--- src/source/cache_cfg_pkg.sv ---
`default_nettype none

package cache_cfg_pkg;

	// address layout
	// --------------------
	// a core word address is split as [tag|word], the tag alone
	// names a block since the cache is fully associative

	localparam int BW_WORD_ADDR = 8;                  // word address width
	localparam int BW_BLOCK     = 2;                  // word offset inside a block
	localparam int BW_TAG       = BW_WORD_ADDR - BW_BLOCK; // block tag width

	// sizes
	// --------------------
	localparam int BW_DATA         = 32;              // data word width
	localparam int WORDS_PER_BLOCK = 1 << BW_BLOCK;   // four words per block

endpackage

`default_nettype wire

--- src/source/cache_ctrl_pkg.sv ---
`default_nettype none

package cache_ctrl_pkg;

	// controller states
	// --------------------
	typedef enum logic [2:0] {
		IDLE      = 3'd0,  // wait for a registered core request
		LOOKUP    = 3'd1,  // tag search result is used, array read issued
		WB_REQ    = 3'd2,  // block write request to the buffer
		WB_WRITE  = 3'd3,  // stream the victim block out
		FILL_REQ  = 3'd4,  // block read request to the buffer
		FILL_READ = 3'd5,  // stream the new block in
		SERVE     = 3'd6   // done pulse to the core
	} ctrl_state_e;

	// counter readout select
	typedef enum logic [1:0] {
		HITS       = 2'd0,
		MISSES     = 2'd1,
		WRITEBACKS = 2'd2
	} metric_sel_e;

	// command opcodes, bit 0 of the comm port
	typedef enum logic {
		NOP   = 1'b0,
		CLEAR = 1'b1
	} comm_op_e;

endpackage

`default_nettype wire

--- src/source/cache_controller.sv ---
`timescale 1ns/100ps
`default_nettype none

module cache_controller #(
	parameter int CACHE_BLOCK_CAPACITY = 4
)(
	input  logic                                    clock_bus_i,
	input  logic                                    resetn_i,

	// core side, req and rw come from the request register
	input  logic                                    L1_req_i,
	input  logic                                    L1_rw_i,       // 1 write, 0 read
	input  logic [cache_cfg_pkg::BW_TAG-1:0]        L1_tag_i,
	input  logic [cache_cfg_pkg::BW_BLOCK-1:0]      L1_word_i,
	input  logic [cache_cfg_pkg::BW_DATA-1:0]       L1_data_i,
	output logic                                    L1_done_o,
	output logic                                    L1_hit_o,
	output logic [cache_cfg_pkg::BW_DATA-1:0]       L1_data_o,

	// tag memory
	input  logic                                    cam_hit_i,
	input  logic [$clog2(CACHE_BLOCK_CAPACITY)-1:0] cam_addr_i,    // line that holds the tag
	input  logic [cache_cfg_pkg::BW_TAG-1:0]        cam_tag_i,     // tag at cam_addr_o
	output logic                                    cam_wren_o,
	output logic [$clog2(CACHE_BLOCK_CAPACITY)-1:0] cam_addr_o,
	output logic [cache_cfg_pkg::BW_TAG-1:0]        cam_tag_o,

	// data array
	input  logic [cache_cfg_pkg::BW_DATA-1:0]       cache_mem_data_i,
	output logic [$clog2(CACHE_BLOCK_CAPACITY)+cache_cfg_pkg::BW_BLOCK-1:0] cache_mem_add_o,
	output logic                                    cache_mem_rw_o,
	output logic [cache_cfg_pkg::BW_DATA-1:0]       cache_mem_data_o,

	// buffer port
	input  logic                                    mem_ready_i,   // request accepted
	output logic                                    mem_req_o,
	output logic                                    mem_req_block_o,
	output logic                                    mem_rw_o,
	output logic [cache_cfg_pkg::BW_WORD_ADDR-1:0]  mem_addr_o,
	input  logic                                    buffer_read_ready_i,
	input  logic [cache_cfg_pkg::BW_DATA-1:0]       buffer_data_i,
	output logic                                    buffer_read_ack_o,
	input  logic                                    buffer_write_ready_i,
	output logic                                    buffer_write_ack_o,
	output logic [cache_cfg_pkg::BW_DATA-1:0]       buffer_data_o,

	// performance events, one cycle each
	output logic                                    flag_hit_o,
	output logic                                    flag_miss_o,
	output logic                                    flag_writeback_o
);

	localparam int BW_LINE = $clog2(CACHE_BLOCK_CAPACITY);
	localparam int BW_BLK  = cache_cfg_pkg::BW_BLOCK;

	cache_ctrl_pkg::ctrl_state_e state_q, state_d;

	logic [BW_LINE-1:0]              ptr_q;      // FIFO victim pointer
	logic [CACHE_BLOCK_CAPACITY-1:0] dirty_q;    // one per line
	logic [BW_BLK-1:0]               cnt_q;      // word within the block transfer
	logic [BW_BLK-1:0]               cnt_inc;
	logic                            last_word;
	logic                            hit_q;      // hit bit for the current request
	logic                            miss_q;     // request already went through a fill
	logic                            skip_q;     // one idle cycle after SERVE

	assign cnt_inc   = cnt_q + 1'b1;
	assign last_word = (cnt_q == {BW_BLK{1'b1}});

	// next state and datapath steering
	// --------------------
	always_comb begin
		state_d            = state_q;
		cache_mem_add_o    = {cam_addr_i, L1_word_i};   // hit access by default
		cache_mem_rw_o     = 1'b0;
		cache_mem_data_o   = L1_data_i;
		cam_wren_o         = 1'b0;
		mem_req_o          = 1'b0;
		mem_rw_o           = 1'b0;
		mem_addr_o         = {L1_tag_i, {BW_BLK{1'b0}}};
		buffer_read_ack_o  = 1'b0;
		buffer_write_ack_o = 1'b0;
		flag_hit_o         = 1'b0;
		flag_miss_o        = 1'b0;
		flag_writeback_o   = 1'b0;

		case (state_q)
			cache_ctrl_pkg::IDLE: begin
				// registered req is stale right after a done
				if (L1_req_i && !skip_q) state_d = cache_ctrl_pkg::LOOKUP;
			end
			cache_ctrl_pkg::LOOKUP: begin
				if (cam_hit_i) begin
					cache_mem_rw_o = L1_rw_i;      // write hit, or pending write after a fill
					flag_hit_o     = !miss_q;      // the retry after a fill is not a hit
					state_d        = cache_ctrl_pkg::SERVE;
				end else begin
					flag_miss_o = 1'b1;
					state_d     = dirty_q[ptr_q] ? cache_ctrl_pkg::WB_REQ
					                             : cache_ctrl_pkg::FILL_REQ;
				end
			end
			cache_ctrl_pkg::WB_REQ: begin
				mem_req_o       = 1'b1;
				mem_rw_o        = 1'b1;
				mem_addr_o      = {cam_tag_i, {BW_BLK{1'b0}}};  // victim block address
				cache_mem_add_o = {ptr_q, {BW_BLK{1'b0}}};      // prefetch word 0
				if (mem_ready_i) state_d = cache_ctrl_pkg::WB_WRITE;
			end
			cache_ctrl_pkg::WB_WRITE: begin
				buffer_write_ack_o = buffer_write_ready_i;
				// array runs one word ahead, hold the word while not ready
				cache_mem_add_o = {ptr_q, buffer_write_ready_i ? cnt_inc : cnt_q};
				if (buffer_write_ready_i && last_word) begin
					flag_writeback_o = 1'b1;
					state_d          = cache_ctrl_pkg::FILL_REQ;
				end
			end
			cache_ctrl_pkg::FILL_REQ: begin
				mem_req_o = 1'b1;                // read, block address of the request
				if (mem_ready_i) state_d = cache_ctrl_pkg::FILL_READ;
			end
			cache_ctrl_pkg::FILL_READ: begin
				buffer_read_ack_o = buffer_read_ready_i;
				cache_mem_add_o   = {ptr_q, cnt_q};
				cache_mem_rw_o    = buffer_read_ready_i;
				cache_mem_data_o  = buffer_data_i;
				if (buffer_read_ready_i && last_word) begin
					cam_wren_o = 1'b1;           // tag the victim line with the new block
					state_d    = cache_ctrl_pkg::LOOKUP;  // retry now hits, applies the write
				end
			end
			cache_ctrl_pkg::SERVE: state_d = cache_ctrl_pkg::IDLE;
			default:               state_d = cache_ctrl_pkg::IDLE;
		endcase
	end

	// state and bookkeeping
	// --------------------
	always_ff @(posedge clock_bus_i) begin
		if (!resetn_i) begin
			state_q <= cache_ctrl_pkg::IDLE;
			ptr_q   <= '0;
			dirty_q <= '0;
			cnt_q   <= '0;
			hit_q   <= 1'b0;
			miss_q  <= 1'b0;
			skip_q  <= 1'b0;
		end else begin
			state_q <= state_d;
			skip_q  <= (state_q == cache_ctrl_pkg::SERVE);
			case (state_q)
				cache_ctrl_pkg::LOOKUP: begin
					if (cam_hit_i) begin
						hit_q <= !miss_q;
						if (L1_rw_i) dirty_q[cam_addr_i] <= 1'b1;
					end else begin
						miss_q <= 1'b1;
					end
				end
				cache_ctrl_pkg::WB_REQ, cache_ctrl_pkg::FILL_REQ: cnt_q <= '0;
				cache_ctrl_pkg::WB_WRITE: begin
					if (buffer_write_ready_i) cnt_q <= cnt_inc;
				end
				cache_ctrl_pkg::FILL_READ: begin
					if (buffer_read_ready_i) begin
						cnt_q <= cnt_inc;
						if (last_word) begin
							dirty_q[ptr_q] <= 1'b0;    // fresh block is clean
							// rotate to the next oldest line
							ptr_q <= (ptr_q == BW_LINE'(CACHE_BLOCK_CAPACITY - 1)) ? '0
							         : ptr_q + 1'b1;
						end
					end
				end
				cache_ctrl_pkg::SERVE: miss_q <= 1'b0;
				default: ;
			endcase
		end
	end

	// outputs
	// --------------------
	assign L1_done_o       = (state_q == cache_ctrl_pkg::SERVE);
	assign L1_hit_o        = hit_q;
	assign L1_data_o       = cache_mem_data_i;    // word read during LOOKUP
	assign buffer_data_o   = cache_mem_data_i;    // victim word, one read ahead
	assign mem_req_block_o = mem_req_o;           // every transfer is a whole block
	assign cam_addr_o      = ptr_q;               // victim line for tag read and write
	assign cam_tag_o       = L1_tag_i;

endmodule

`default_nettype wire

--- src/source/cache_data_mem.sv ---
`timescale 1ns/100ps
`default_nettype none

module cache_data_mem #(
	parameter int CACHE_BLOCK_CAPACITY = 4
)(
	input  logic                                                           clock_bus_i,
	input  logic                                                           wren_i,
	input  logic [$clog2(CACHE_BLOCK_CAPACITY)+cache_cfg_pkg::BW_BLOCK-1:0] add_i, // [line|word]
	input  logic [cache_cfg_pkg::BW_DATA-1:0]                              data_i,
	output logic [cache_cfg_pkg::BW_DATA-1:0]                              data_o
);

	localparam int DEPTH = CACHE_BLOCK_CAPACITY * cache_cfg_pkg::WORDS_PER_BLOCK;

	logic [cache_cfg_pkg::BW_DATA-1:0] mem_q [DEPTH];

	// single port, read data one cycle after the address
	always_ff @(posedge clock_bus_i) begin
		if (wren_i) begin
			mem_q[add_i] <= data_i;
		end
		data_o <= mem_q[add_i];    // old word on a write to the same address
	end

endmodule

`default_nettype wire

--- src/source/cache_perf_counters.sv ---
`timescale 1ns/100ps
`default_nettype none

module cache_perf_counters (
	input  logic                        clock_bus_i,
	input  logic                        resetn_i,
	input  logic                        hit_i,          // event pulses from the controller
	input  logic                        miss_i,
	input  logic                        writeback_i,
	input  cache_ctrl_pkg::comm_op_e    comm_i,
	input  cache_ctrl_pkg::metric_sel_e metric_sel_i,
	output logic [31:0]                 comm_o
);

	logic [2:0]  event_w;
	logic [31:0] count_q [3];    // 0 hits, 1 misses, 2 writebacks

	assign event_w = {writeback_i, miss_i, hit_i};

	// counters
	// --------------------
	always_ff @(posedge clock_bus_i) begin
		if (!resetn_i || (comm_i == cache_ctrl_pkg::CLEAR)) begin
			for (int i = 0; i < 3; i++) begin
				count_q[i] <= '0;        // clear takes priority over a same-cycle event
			end
		end else begin
			for (int i = 0; i < 3; i++) begin
				if (event_w[i] && (count_q[i] != '1)) begin
					count_q[i] <= count_q[i] + 1'b1;    // saturate at all ones
				end
			end
		end
	end

	// readout
	// --------------------
	always_comb begin
		case (metric_sel_i)
			cache_ctrl_pkg::HITS:       comm_o = count_q[0];
			cache_ctrl_pkg::MISSES:     comm_o = count_q[1];
			cache_ctrl_pkg::WRITEBACKS: comm_o = count_q[2];
			default:                    comm_o = '0;    // unused select code
		endcase
	end

endmodule

`default_nettype wire

--- src/source/l2_cache_fa.sv ---
`timescale 1ns/100ps
`default_nettype none

module l2_cache_fa #(
	parameter int CACHE_BLOCK_CAPACITY = 4
)(
	input  logic                                   clock_bus_i,
	input  logic                                   resetn_i,
	input  logic [31:0]                            comm_i,       // command, opcode in bit 0
	input  cache_ctrl_pkg::metric_sel_e            metric_sel_i,
	output logic [31:0]                            comm_o,       // selected counter

	// core
	input  logic                                   L1_req_i,     // held until L1_done_o
	input  logic                                   L1_rw_i,      // 1 write, 0 read
	input  logic [cache_cfg_pkg::BW_WORD_ADDR-1:0] L1_add_i,
	input  logic [cache_cfg_pkg::BW_DATA-1:0]      L1_data_i,
	output logic                                   L1_done_o,
	output logic [cache_cfg_pkg::BW_DATA-1:0]      L1_data_o,
	output logic                                   hit_o,

	// external memory buffer
	input  logic                                   ready_req_i,
	input  logic                                   ready_write_i,
	input  logic                                   ready_read_i,
	input  logic [cache_cfg_pkg::BW_DATA-1:0]      data_i,
	output logic                                   req_o,
	output logic                                   req_block_o,
	output logic                                   rw_o,
	output logic [cache_cfg_pkg::BW_WORD_ADDR-1:0] add_o,        // block aligned
	output logic                                   write_o,
	output logic                                   read_o,
	output logic [cache_cfg_pkg::BW_DATA-1:0]      data_o
);

	localparam int BW_LINE = $clog2(CACHE_BLOCK_CAPACITY);
	localparam int BW_CADD = BW_LINE + cache_cfg_pkg::BW_BLOCK;   // [line|word]

	// request register, gives the tag search a full cycle
	// --------------------
	logic L1_req_q, L1_rw_q;

	always_ff @(posedge clock_bus_i) begin
		if (!resetn_i) begin
			L1_req_q <= 1'b0;
			L1_rw_q  <= 1'b0;
		end else begin
			L1_req_q <= L1_req_i;
			L1_rw_q  <= L1_rw_i;
		end
	end

	logic [cache_cfg_pkg::BW_TAG-1:0]   req_tag;
	logic [cache_cfg_pkg::BW_BLOCK-1:0] req_word;

	assign req_tag  = L1_add_i[cache_cfg_pkg::BW_WORD_ADDR-1:cache_cfg_pkg::BW_BLOCK];
	assign req_word = L1_add_i[cache_cfg_pkg::BW_BLOCK-1:0];

	// internal nets
	logic                             cam_wren, cam_hit;
	logic [BW_LINE-1:0]               cam_line_wr, cam_line_hit;
	logic [cache_cfg_pkg::BW_TAG-1:0] cam_tag_wr, cam_tag_rd;
	logic                             mem_wren;
	logic [BW_CADD-1:0]               mem_add;
	logic [cache_cfg_pkg::BW_DATA-1:0] mem_wdata, mem_rdata;
	logic                             flag_hit, flag_miss, flag_wb;

	// blocks
	// --------------------
	tag_memory_fa #(.CACHE_BLOCK_CAPACITY(CACHE_BLOCK_CAPACITY)) u_tag (
		.clock_bus_i (clock_bus_i), .resetn_i (resetn_i),
		.wren_i      (cam_wren),    .tag_i    (req_tag),
		.wr_tag_i    (cam_tag_wr),  .add_i    (cam_line_wr),
		.add_o       (cam_line_hit), .tag_o   (cam_tag_rd),
		.hit_o       (cam_hit)
	);

	cache_data_mem #(.CACHE_BLOCK_CAPACITY(CACHE_BLOCK_CAPACITY)) u_data (
		.clock_bus_i (clock_bus_i), .wren_i (mem_wren),
		.add_i       (mem_add),     .data_i (mem_wdata),
		.data_o      (mem_rdata)
	);

	cache_controller #(.CACHE_BLOCK_CAPACITY(CACHE_BLOCK_CAPACITY)) u_ctrl (
		.clock_bus_i (clock_bus_i), .resetn_i (resetn_i),
		.L1_req_i (L1_req_q), .L1_rw_i (L1_rw_q), .L1_tag_i (req_tag),
		.L1_word_i (req_word), .L1_data_i (L1_data_i),
		.L1_done_o (L1_done_o), .L1_hit_o (hit_o), .L1_data_o (L1_data_o),
		.cam_hit_i (cam_hit), .cam_addr_i (cam_line_hit), .cam_tag_i (cam_tag_rd),
		.cam_wren_o (cam_wren), .cam_addr_o (cam_line_wr), .cam_tag_o (cam_tag_wr),
		.cache_mem_data_i (mem_rdata), .cache_mem_add_o (mem_add),
		.cache_mem_rw_o (mem_wren), .cache_mem_data_o (mem_wdata),
		.mem_ready_i (ready_req_i), .mem_req_o (req_o), .mem_req_block_o (req_block_o),
		.mem_rw_o (rw_o), .mem_addr_o (add_o),
		.buffer_read_ready_i (ready_read_i), .buffer_data_i (data_i),
		.buffer_read_ack_o (read_o), .buffer_write_ready_i (ready_write_i),
		.buffer_write_ack_o (write_o), .buffer_data_o (data_o),
		.flag_hit_o (flag_hit), .flag_miss_o (flag_miss), .flag_writeback_o (flag_wb)
	);

	cache_perf_counters u_perf (
		.clock_bus_i  (clock_bus_i), .resetn_i (resetn_i),
		.hit_i        (flag_hit),    .miss_i   (flag_miss), .writeback_i (flag_wb),
		.comm_i       (cache_ctrl_pkg::comm_op_e'(comm_i[0])),
		.metric_sel_i (metric_sel_i),
		.comm_o       (comm_o)
	);

endmodule

`default_nettype wire

--- src/source/tag_memory_fa.sv ---
`timescale 1ns/100ps
`default_nettype none

module tag_memory_fa #(
	parameter int CACHE_BLOCK_CAPACITY = 4
)(
	input  logic                                    clock_bus_i,
	input  logic                                    resetn_i,
	input  logic                                    wren_i,     // write wr_tag_i at add_i
	input  logic [cache_cfg_pkg::BW_TAG-1:0]        tag_i,      // search key
	input  logic [cache_cfg_pkg::BW_TAG-1:0]        wr_tag_i,   // tag to store
	input  logic [$clog2(CACHE_BLOCK_CAPACITY)-1:0] add_i,      // line for read and write
	output logic [$clog2(CACHE_BLOCK_CAPACITY)-1:0] add_o,      // line holding tag_i
	output logic [cache_cfg_pkg::BW_TAG-1:0]        tag_o,      // tag stored at add_i
	output logic                                    hit_o       // tag_i found in a valid line
);

	localparam int BW_LINE = $clog2(CACHE_BLOCK_CAPACITY);

	logic [cache_cfg_pkg::BW_TAG-1:0] tags_q [CACHE_BLOCK_CAPACITY];
	logic [CACHE_BLOCK_CAPACITY-1:0]  valid_q;

	// storage
	// --------------------

	// valid bits are control state, cleared on reset
	always_ff @(posedge clock_bus_i) begin
		if (!resetn_i) begin
			valid_q <= '0;
		end else if (wren_i) begin
			valid_q[add_i] <= 1'b1;    // line becomes live once tagged
		end
	end

	always_ff @(posedge clock_bus_i) begin
		if (wren_i) begin
			tags_q[add_i] <= wr_tag_i;
		end
	end

	// content search
	// --------------------
	// every valid line is compared at once, at most one can match
	// because a tag is only written after it missed
	always_comb begin
		hit_o = 1'b0;
		add_o = '0;
		for (int i = 0; i < CACHE_BLOCK_CAPACITY; i++) begin
			if (valid_q[i] && (tags_q[i] == tag_i)) begin
				hit_o = 1'b1;
				add_o = BW_LINE'(i);    // encode the matching line
			end
		end
	end

	// indexed read, gives the victim block address for a writeback
	assign tag_o = tags_q[add_i];

endmodule

`default_nettype wire
--- config.mk ---
export PLATFORM = sky130hd
export DESIGN_NAME = l2_cache_fa
export DESIGN_NICKNAME = d
export VERILOG_FILES = /design/src/source/cache_cfg_pkg.sv /design/src/source/cache_ctrl_pkg.sv /design/src/source/cache_controller.sv /design/src/source/cache_data_mem.sv /design/src/source/cache_perf_counters.sv /design/src/source/l2_cache_fa.sv /design/src/source/tag_memory_fa.sv
export SDC_FILE = /design/constraint.sdc
export NUM_CORES = 1
export LEC_CHECK = 0
export ABC_AREA = 0
export BUFFER_PORTS_ARGS = -buffer_cell sky130_fd_sc_hd__buf_2
export CAP_MARGIN = 10
export CORE_ASPECT_RATIO = 0.5
export CORE_MARGIN = 8
export CORE_UTILIZATION = 55
export DETAILED_ROUTE_END_ITERATION = 8
export PLACE_DENSITY = 0.84
export SETUP_SLACK_MARGIN = 0.02
export SYNTH_ARGS = -nofsm -noshare
export SYNTH_HDL_FRONTEND = slang
export SYNTH_SLANG_ARGS = --single-unit
--- constraint.sdc ---
create_clock -name clock_bus_i -period 7.8 [get_ports clock_bus_i]
set_input_delay 0.78 -clock clock_bus_i [delete_from_list [all_inputs] [get_ports clock_bus_i]]
set_output_delay 0.78 -clock clock_bus_i [all_outputs]
set_load 0.005 [all_outputs]
==> run summary <==
The remaining routing DRC violations came out at 0. The arrival time reported for the critical path endpoint came out at roughly 5.2 ns. The internal power of the cells totals between 5 and 6 mW. Summed over all cells, the static leakage comes to about 11 nW. The CTS tree is done. The final hold violation count is 0.

Using the TritonRoute via totals, the vias-per-cell ratio works out to between 6 and 7. The overall power consumption is 7.59 mW. The combinational share of power is 0.078. The total wire length after detailed routing came out at 73400 um.

The number of enable-type register cells in the synthesized netlist came out at 632. Counting every instance in the synthesized netlist gives between 2000 and 2500. In the finished design, the share of the clock period the worst path needs comes to 0.637. The remaining antenna violation count is 0. The total negative setup slack is 0 ns. The final RePlAce weighted congestion came out at 0.862.

The peak ir drop on the vdd network came out at 0.000189 V. The final antenna diode count is 0. The synthesized design contains approximately 700 register bits. The routed design could run at a clock period as short as a little under 5 ns. Timing would allow up to approximately 200 MHz. The largest fanout on the critical path came out at between 60 and 70.

Prior to clock tree synthesis, the placed netlist has a worst setup slack of about 2.8 ns. Relative to the synthesized area, the layout overhead comes to 10.8%. The core footprint came out at approximately 54000 um^2. The effective utilization at floorplan is 0.559. The hold buffer count at cts is 0. The sequential-to-total area share from yosys stat is 0.665. The slew of the pin with the lowest slew margin is 1.27 ns. Measured along the x axis, the die boundary spans about 350 um. The clock transition at the registers of the reported paths came out at ~0.07 ns. A synthesized cell averages 13.5 um^2. The routed length per placed instance is 23.8 um. The worst setup path is launched from a flip-flop.

After filler insertion, the fill cell instance count of the layout stands at approximately 3700. The number of vias after detailed routing came out at 19853. The initial antenna violation count was 0. The total standard cell area after synthesis came out at 30200 um^2.

Port buffering added 190 buffers. The first-iteration detailed-routing DRC count is about 2600. The number of max-capacitance violations reported is 0. The headroom to the max-slew limit is 0.154.

For this design the top-level I/O count stands at 224. The CTS buffer count is 58. The count of H-tree levels built during CTS is 2. Setup repair after global routing left no endpoint under its margin.

In this run the register-to-register setup slack is 2.83 ns. Of the total power, registers draw 0.545. The tree is rooted in a sky130_fd_sc_hd__clkbuf_16. Summed over all nets, the switching power comes to around 1.8 mW. Detailed placement finished with a half-perimeter wire length of just over 40000 um. The share of flip-flops with an asynchronous set or reset after synthesis came out at 0. The number of global-route vias before repair is between 15000 and 20000. The post-synthesis cell type count came out at 60.

The worst reg-to-reg path cell count came out at 6. The startpoint of the worst-slack reg-to-reg timing path is u_ctrl.state_q[2]. Across every metal layer, demand over resource in global routing totals 0.221. The footprint of the flip-flops and latches came out at about 20000 um^2. The worst-case clock buffer depth is 3.

The total number of clock tree sinks is slightly below 700. The remaining global-route overflow is 0. Leaving out fill and tap cells, the most frequent cells in the layout are 632 x sky130_fd_sc_hd__edfxtp_1, 210 x sky130_fd_sc_hd__nand2_1, 190 x sky130_fd_sc_hd__buf_2, 164 x sky130_fd_sc_hd__nand3_1, 102 x sky130_fd_sc_hd__mux2_2.

The min-delay analysis places its worst path in the category in -> reg. The clock latency at the later pin of the worst-skew pair is between 0.6 and 0.7 ns. The most critical setup path has its startpoint at u_ctrl.state_q[2]. The power per standard cell area is roughly 230 nW/um^2. The global-route wire length before repair came out at about 110000 um. Of the total power, the share spent switching nets is 0.232. The Yosys step of the flow raised 0 warnings. The library cell used most frequently in the layout, excluding fill and tap cells, is sky130_fd_sc_hd__edfxtp_1.

The required arrival time at the worst endpoint is roughly 8.0 ns. Of the cells placed in the final design, the portion with a size suffix greater than 1 is 0.208. The clock share of power came out at 0.377.

The net count of the finished layout is around 2400. The number of optimization iterations in the first detailed-route pass came out at 7. The end point of the critical path is u_data.mem_q[9][1].

The area of the multi-input gates is between 9000 and 10000 um^2. The floorplan has 60 rows. The post-CTS setup buffer count is 0. The clock skew came out at 0.0445 ns. The kind of end point of the critical path is a flip-flop. The run finished with clean final reports.

The die outline area came out at 63100 um^2. The category of the most critical setup path is reg -> reg. The final worst-path setup slack is 2.83 ns.

Among all flip-flop cells after synthesis, the most frequent one is sky130_fd_sc_hd__edfxtp_1. The quantity of gates resized following cts is 0. The critical register-to-register path endpoint is u_data.mem_q[9][1].

Setup violations remaining at the end of the flow were counted as 0. The maximum number of pins on one net before global-route repair came out at around 220. The final number of max-transition violations is 0. The height of the chip is roughly 180 um.
state kept, by name (all words and copies together) (netlist names), named ones only:
signal,flops
u_ctrl.skip_q,1
u_ctrl.L1_hit_o,1
u_data.data_o,32
u_ctrl.dirty_q,4
u_ctrl.cam_addr_o,2
u_data.mem_q,512
L1_rw_q,1
u_tag.tags_q,24
u_tag.valid_q,4
u_ctrl.state_q,3
u_perf.count_q,96
u_ctrl.cnt_q,2
L1_req_q,1
u_ctrl.miss_q,1
metrics by stage:
step	area, um^2	utilization	hold slack (ns)	instances
6_report	33400	0.619	0.380	3083
3_5_place_dp	31600	0.585	0.457	2976
2_1_floorplan	30200	-	0.440	2243
3_3_place_gp	31600	0.585	0.450	2976
5_1_grt	33400	0.619	0.363	3083
4_1_cts	33400	0.619	0.353	3082
routing by layer:
layer	vias up	GRT usage	wire, um
met4	0	0.0751	1970
met3	159	0.0362	6910
met5	-	0	0
met1	9741	0.286	28000
met2	1222	0.378	36500
li1	8731	-	-
logic make-up (layout without fill, tap and decap cells):
family / Yosys count / count (layout) / synth area share
flops: 686 / 686 / 0.665
simple gates: 633 / 633 / 0.106
compound gates: 440 / 440 / 0.104
buf+inv: 218 / 345 / 0.0341
mux: 141 / 141 / 0.0539
xor+xnor: 115 / 115 / 0.0334
fa+ha+maj: 8 / 8 / 0.00332
other cells: 1 / 2 / 0.000124
Yosys cell counts, types with 2 or more instances:
library cell               number  share of area
sky130_fd_sc_hd__and3_1        85          0.018
sky130_fd_sc_hd__ha_1           8         0.0033
sky130_fd_sc_hd__mux2i_1       32          0.011
sky130_fd_sc_hd__a31oi_1        2        0.00041
sky130_fd_sc_hd__mux2_2       102          0.038
sky130_fd_sc_hd__edfxtp_1     632           0.63
sky130_fd_sc_hd__a311o_1       65          0.022
sky130_fd_sc_hd__dfxtp_1       54          0.036
sky130_fd_sc_hd__a211oi_1      64          0.016
sky130_fd_sc_hd__xor2_1        74          0.021
sky130_fd_sc_hd__a21boi_0       7         0.0017
sky130_fd_sc_hd__buf_1          6        0.00075
sky130_fd_sc_hd__buf_6          6         0.0022
sky130_fd_sc_hd__nor2_1        34         0.0042
sky130_fd_sc_hd__a21oi_1       65          0.011
sky130_fd_sc_hd__nand3_1      165          0.027
sky130_fd_sc_hd__o31ai_1        2        0.00050
sky130_fd_sc_hd__nor2b_1       15         0.0031
sky130_fd_sc_hd__nor4_1         4        0.00083
sky130_fd_sc_hd__buf_4         39         0.0097
sky130_fd_sc_hd__a41oi_1        2        0.00058
sky130_fd_sc_hd__xnor2_1       41          0.012
sky130_fd_sc_hd__nand2b_1       7         0.0015
sky130_fd_sc_hd__nor3b_1        2        0.00050
sky130_fd_sc_hd__nand4_1       56          0.012
sky130_fd_sc_hd__nand2_1      212          0.026
sky130_fd_sc_hd__a21oi_2       40          0.012
sky130_fd_sc_hd__buf_2         14         0.0023
sky130_fd_sc_hd__or3_1          2        0.00041
sky130_fd_sc_hd__and3b_1        2        0.00058
sky130_fd_sc_hd__and2_1        11         0.0023
sky130_fd_sc_hd__o211ai_1      68          0.017
sky130_fd_sc_hd__a41oi_2        3         0.0016
sky130_fd_sc_hd__o21ai_0      103          0.017
sky130_fd_sc_hd__inv_1         13         0.0016
sky130_fd_sc_hd__nor3_1        10         0.0017
sky130_fd_sc_hd__and4_1        18         0.0052
sky130_fd_sc_hd__or4_1          4         0.0010
sky130_fd_sc_hd__clkbuf_1     140          0.017
sky130_fd_sc_hd__o21a_1         6         0.0015
sky130_fd_sc_hd__mux4_2         7         0.0052
sky130_fd_sc_hd__a21o_1         2        0.00050
power groups by stage:
stage          Clock, mW  Combinational, mW  Sequential, mW
2_1_floorplan          0              0.399            4.20
4_1_cts             2.87              0.588            4.14
3_5_place_dp           0              0.581            4.22
3_3_place_gp           0              0.561            4.21
5_1_grt             3.01              0.632            4.14
6_report            2.86              0.590            4.14
area by class of cell:
type / count / share of cell area
clock inverters: 29 / 0.00876
multi-input cells: 1339 / 0.279
flip-flops and latches: 686 / 0.600
well taps: 713 / 0.0267
repair buffers: 226 / 0.0373
inverters: 13 / 0.00146
clock buffers: 77 / 0.0464
critical path, stage by stage, from the launching register on:
cell,delay [ns]
sky130_fd_sc_hd__dfxtp_1,0.78
sky130_fd_sc_hd__and4b_1,0.31
sky130_fd_sc_hd__o31ai_4,0.75
sky130_fd_sc_hd__and2_2,0.30
sky130_fd_sc_hd__buf_4,0.71
sky130_fd_sc_hd__o211ai_1,0.56
sky130_fd_sc_hd__nor2b_4,1.12
worst min path at each step:
stage | startpoint | to | slack (ns) | cells past startpoint
final | L1_rw_i | L1_rw_q | 0.38 | 2
after floorplan | u_tag.valid_q[0] | u_tag.valid_q[0] | 0.44 | 1
after global placement | u_tag.valid_q[0] | u_tag.valid_q[0] | 0.45 | 1
after detailed placement | u_tag.valid_q[3] | u_tag.valid_q[3] | 0.46 | 1
after global routing | L1_rw_i | L1_rw_q | 0.36 | 2
after CTS | L1_rw_i | L1_rw_q | 0.35 | 2
Note: power is estimated with default switching activity, not from simulation.
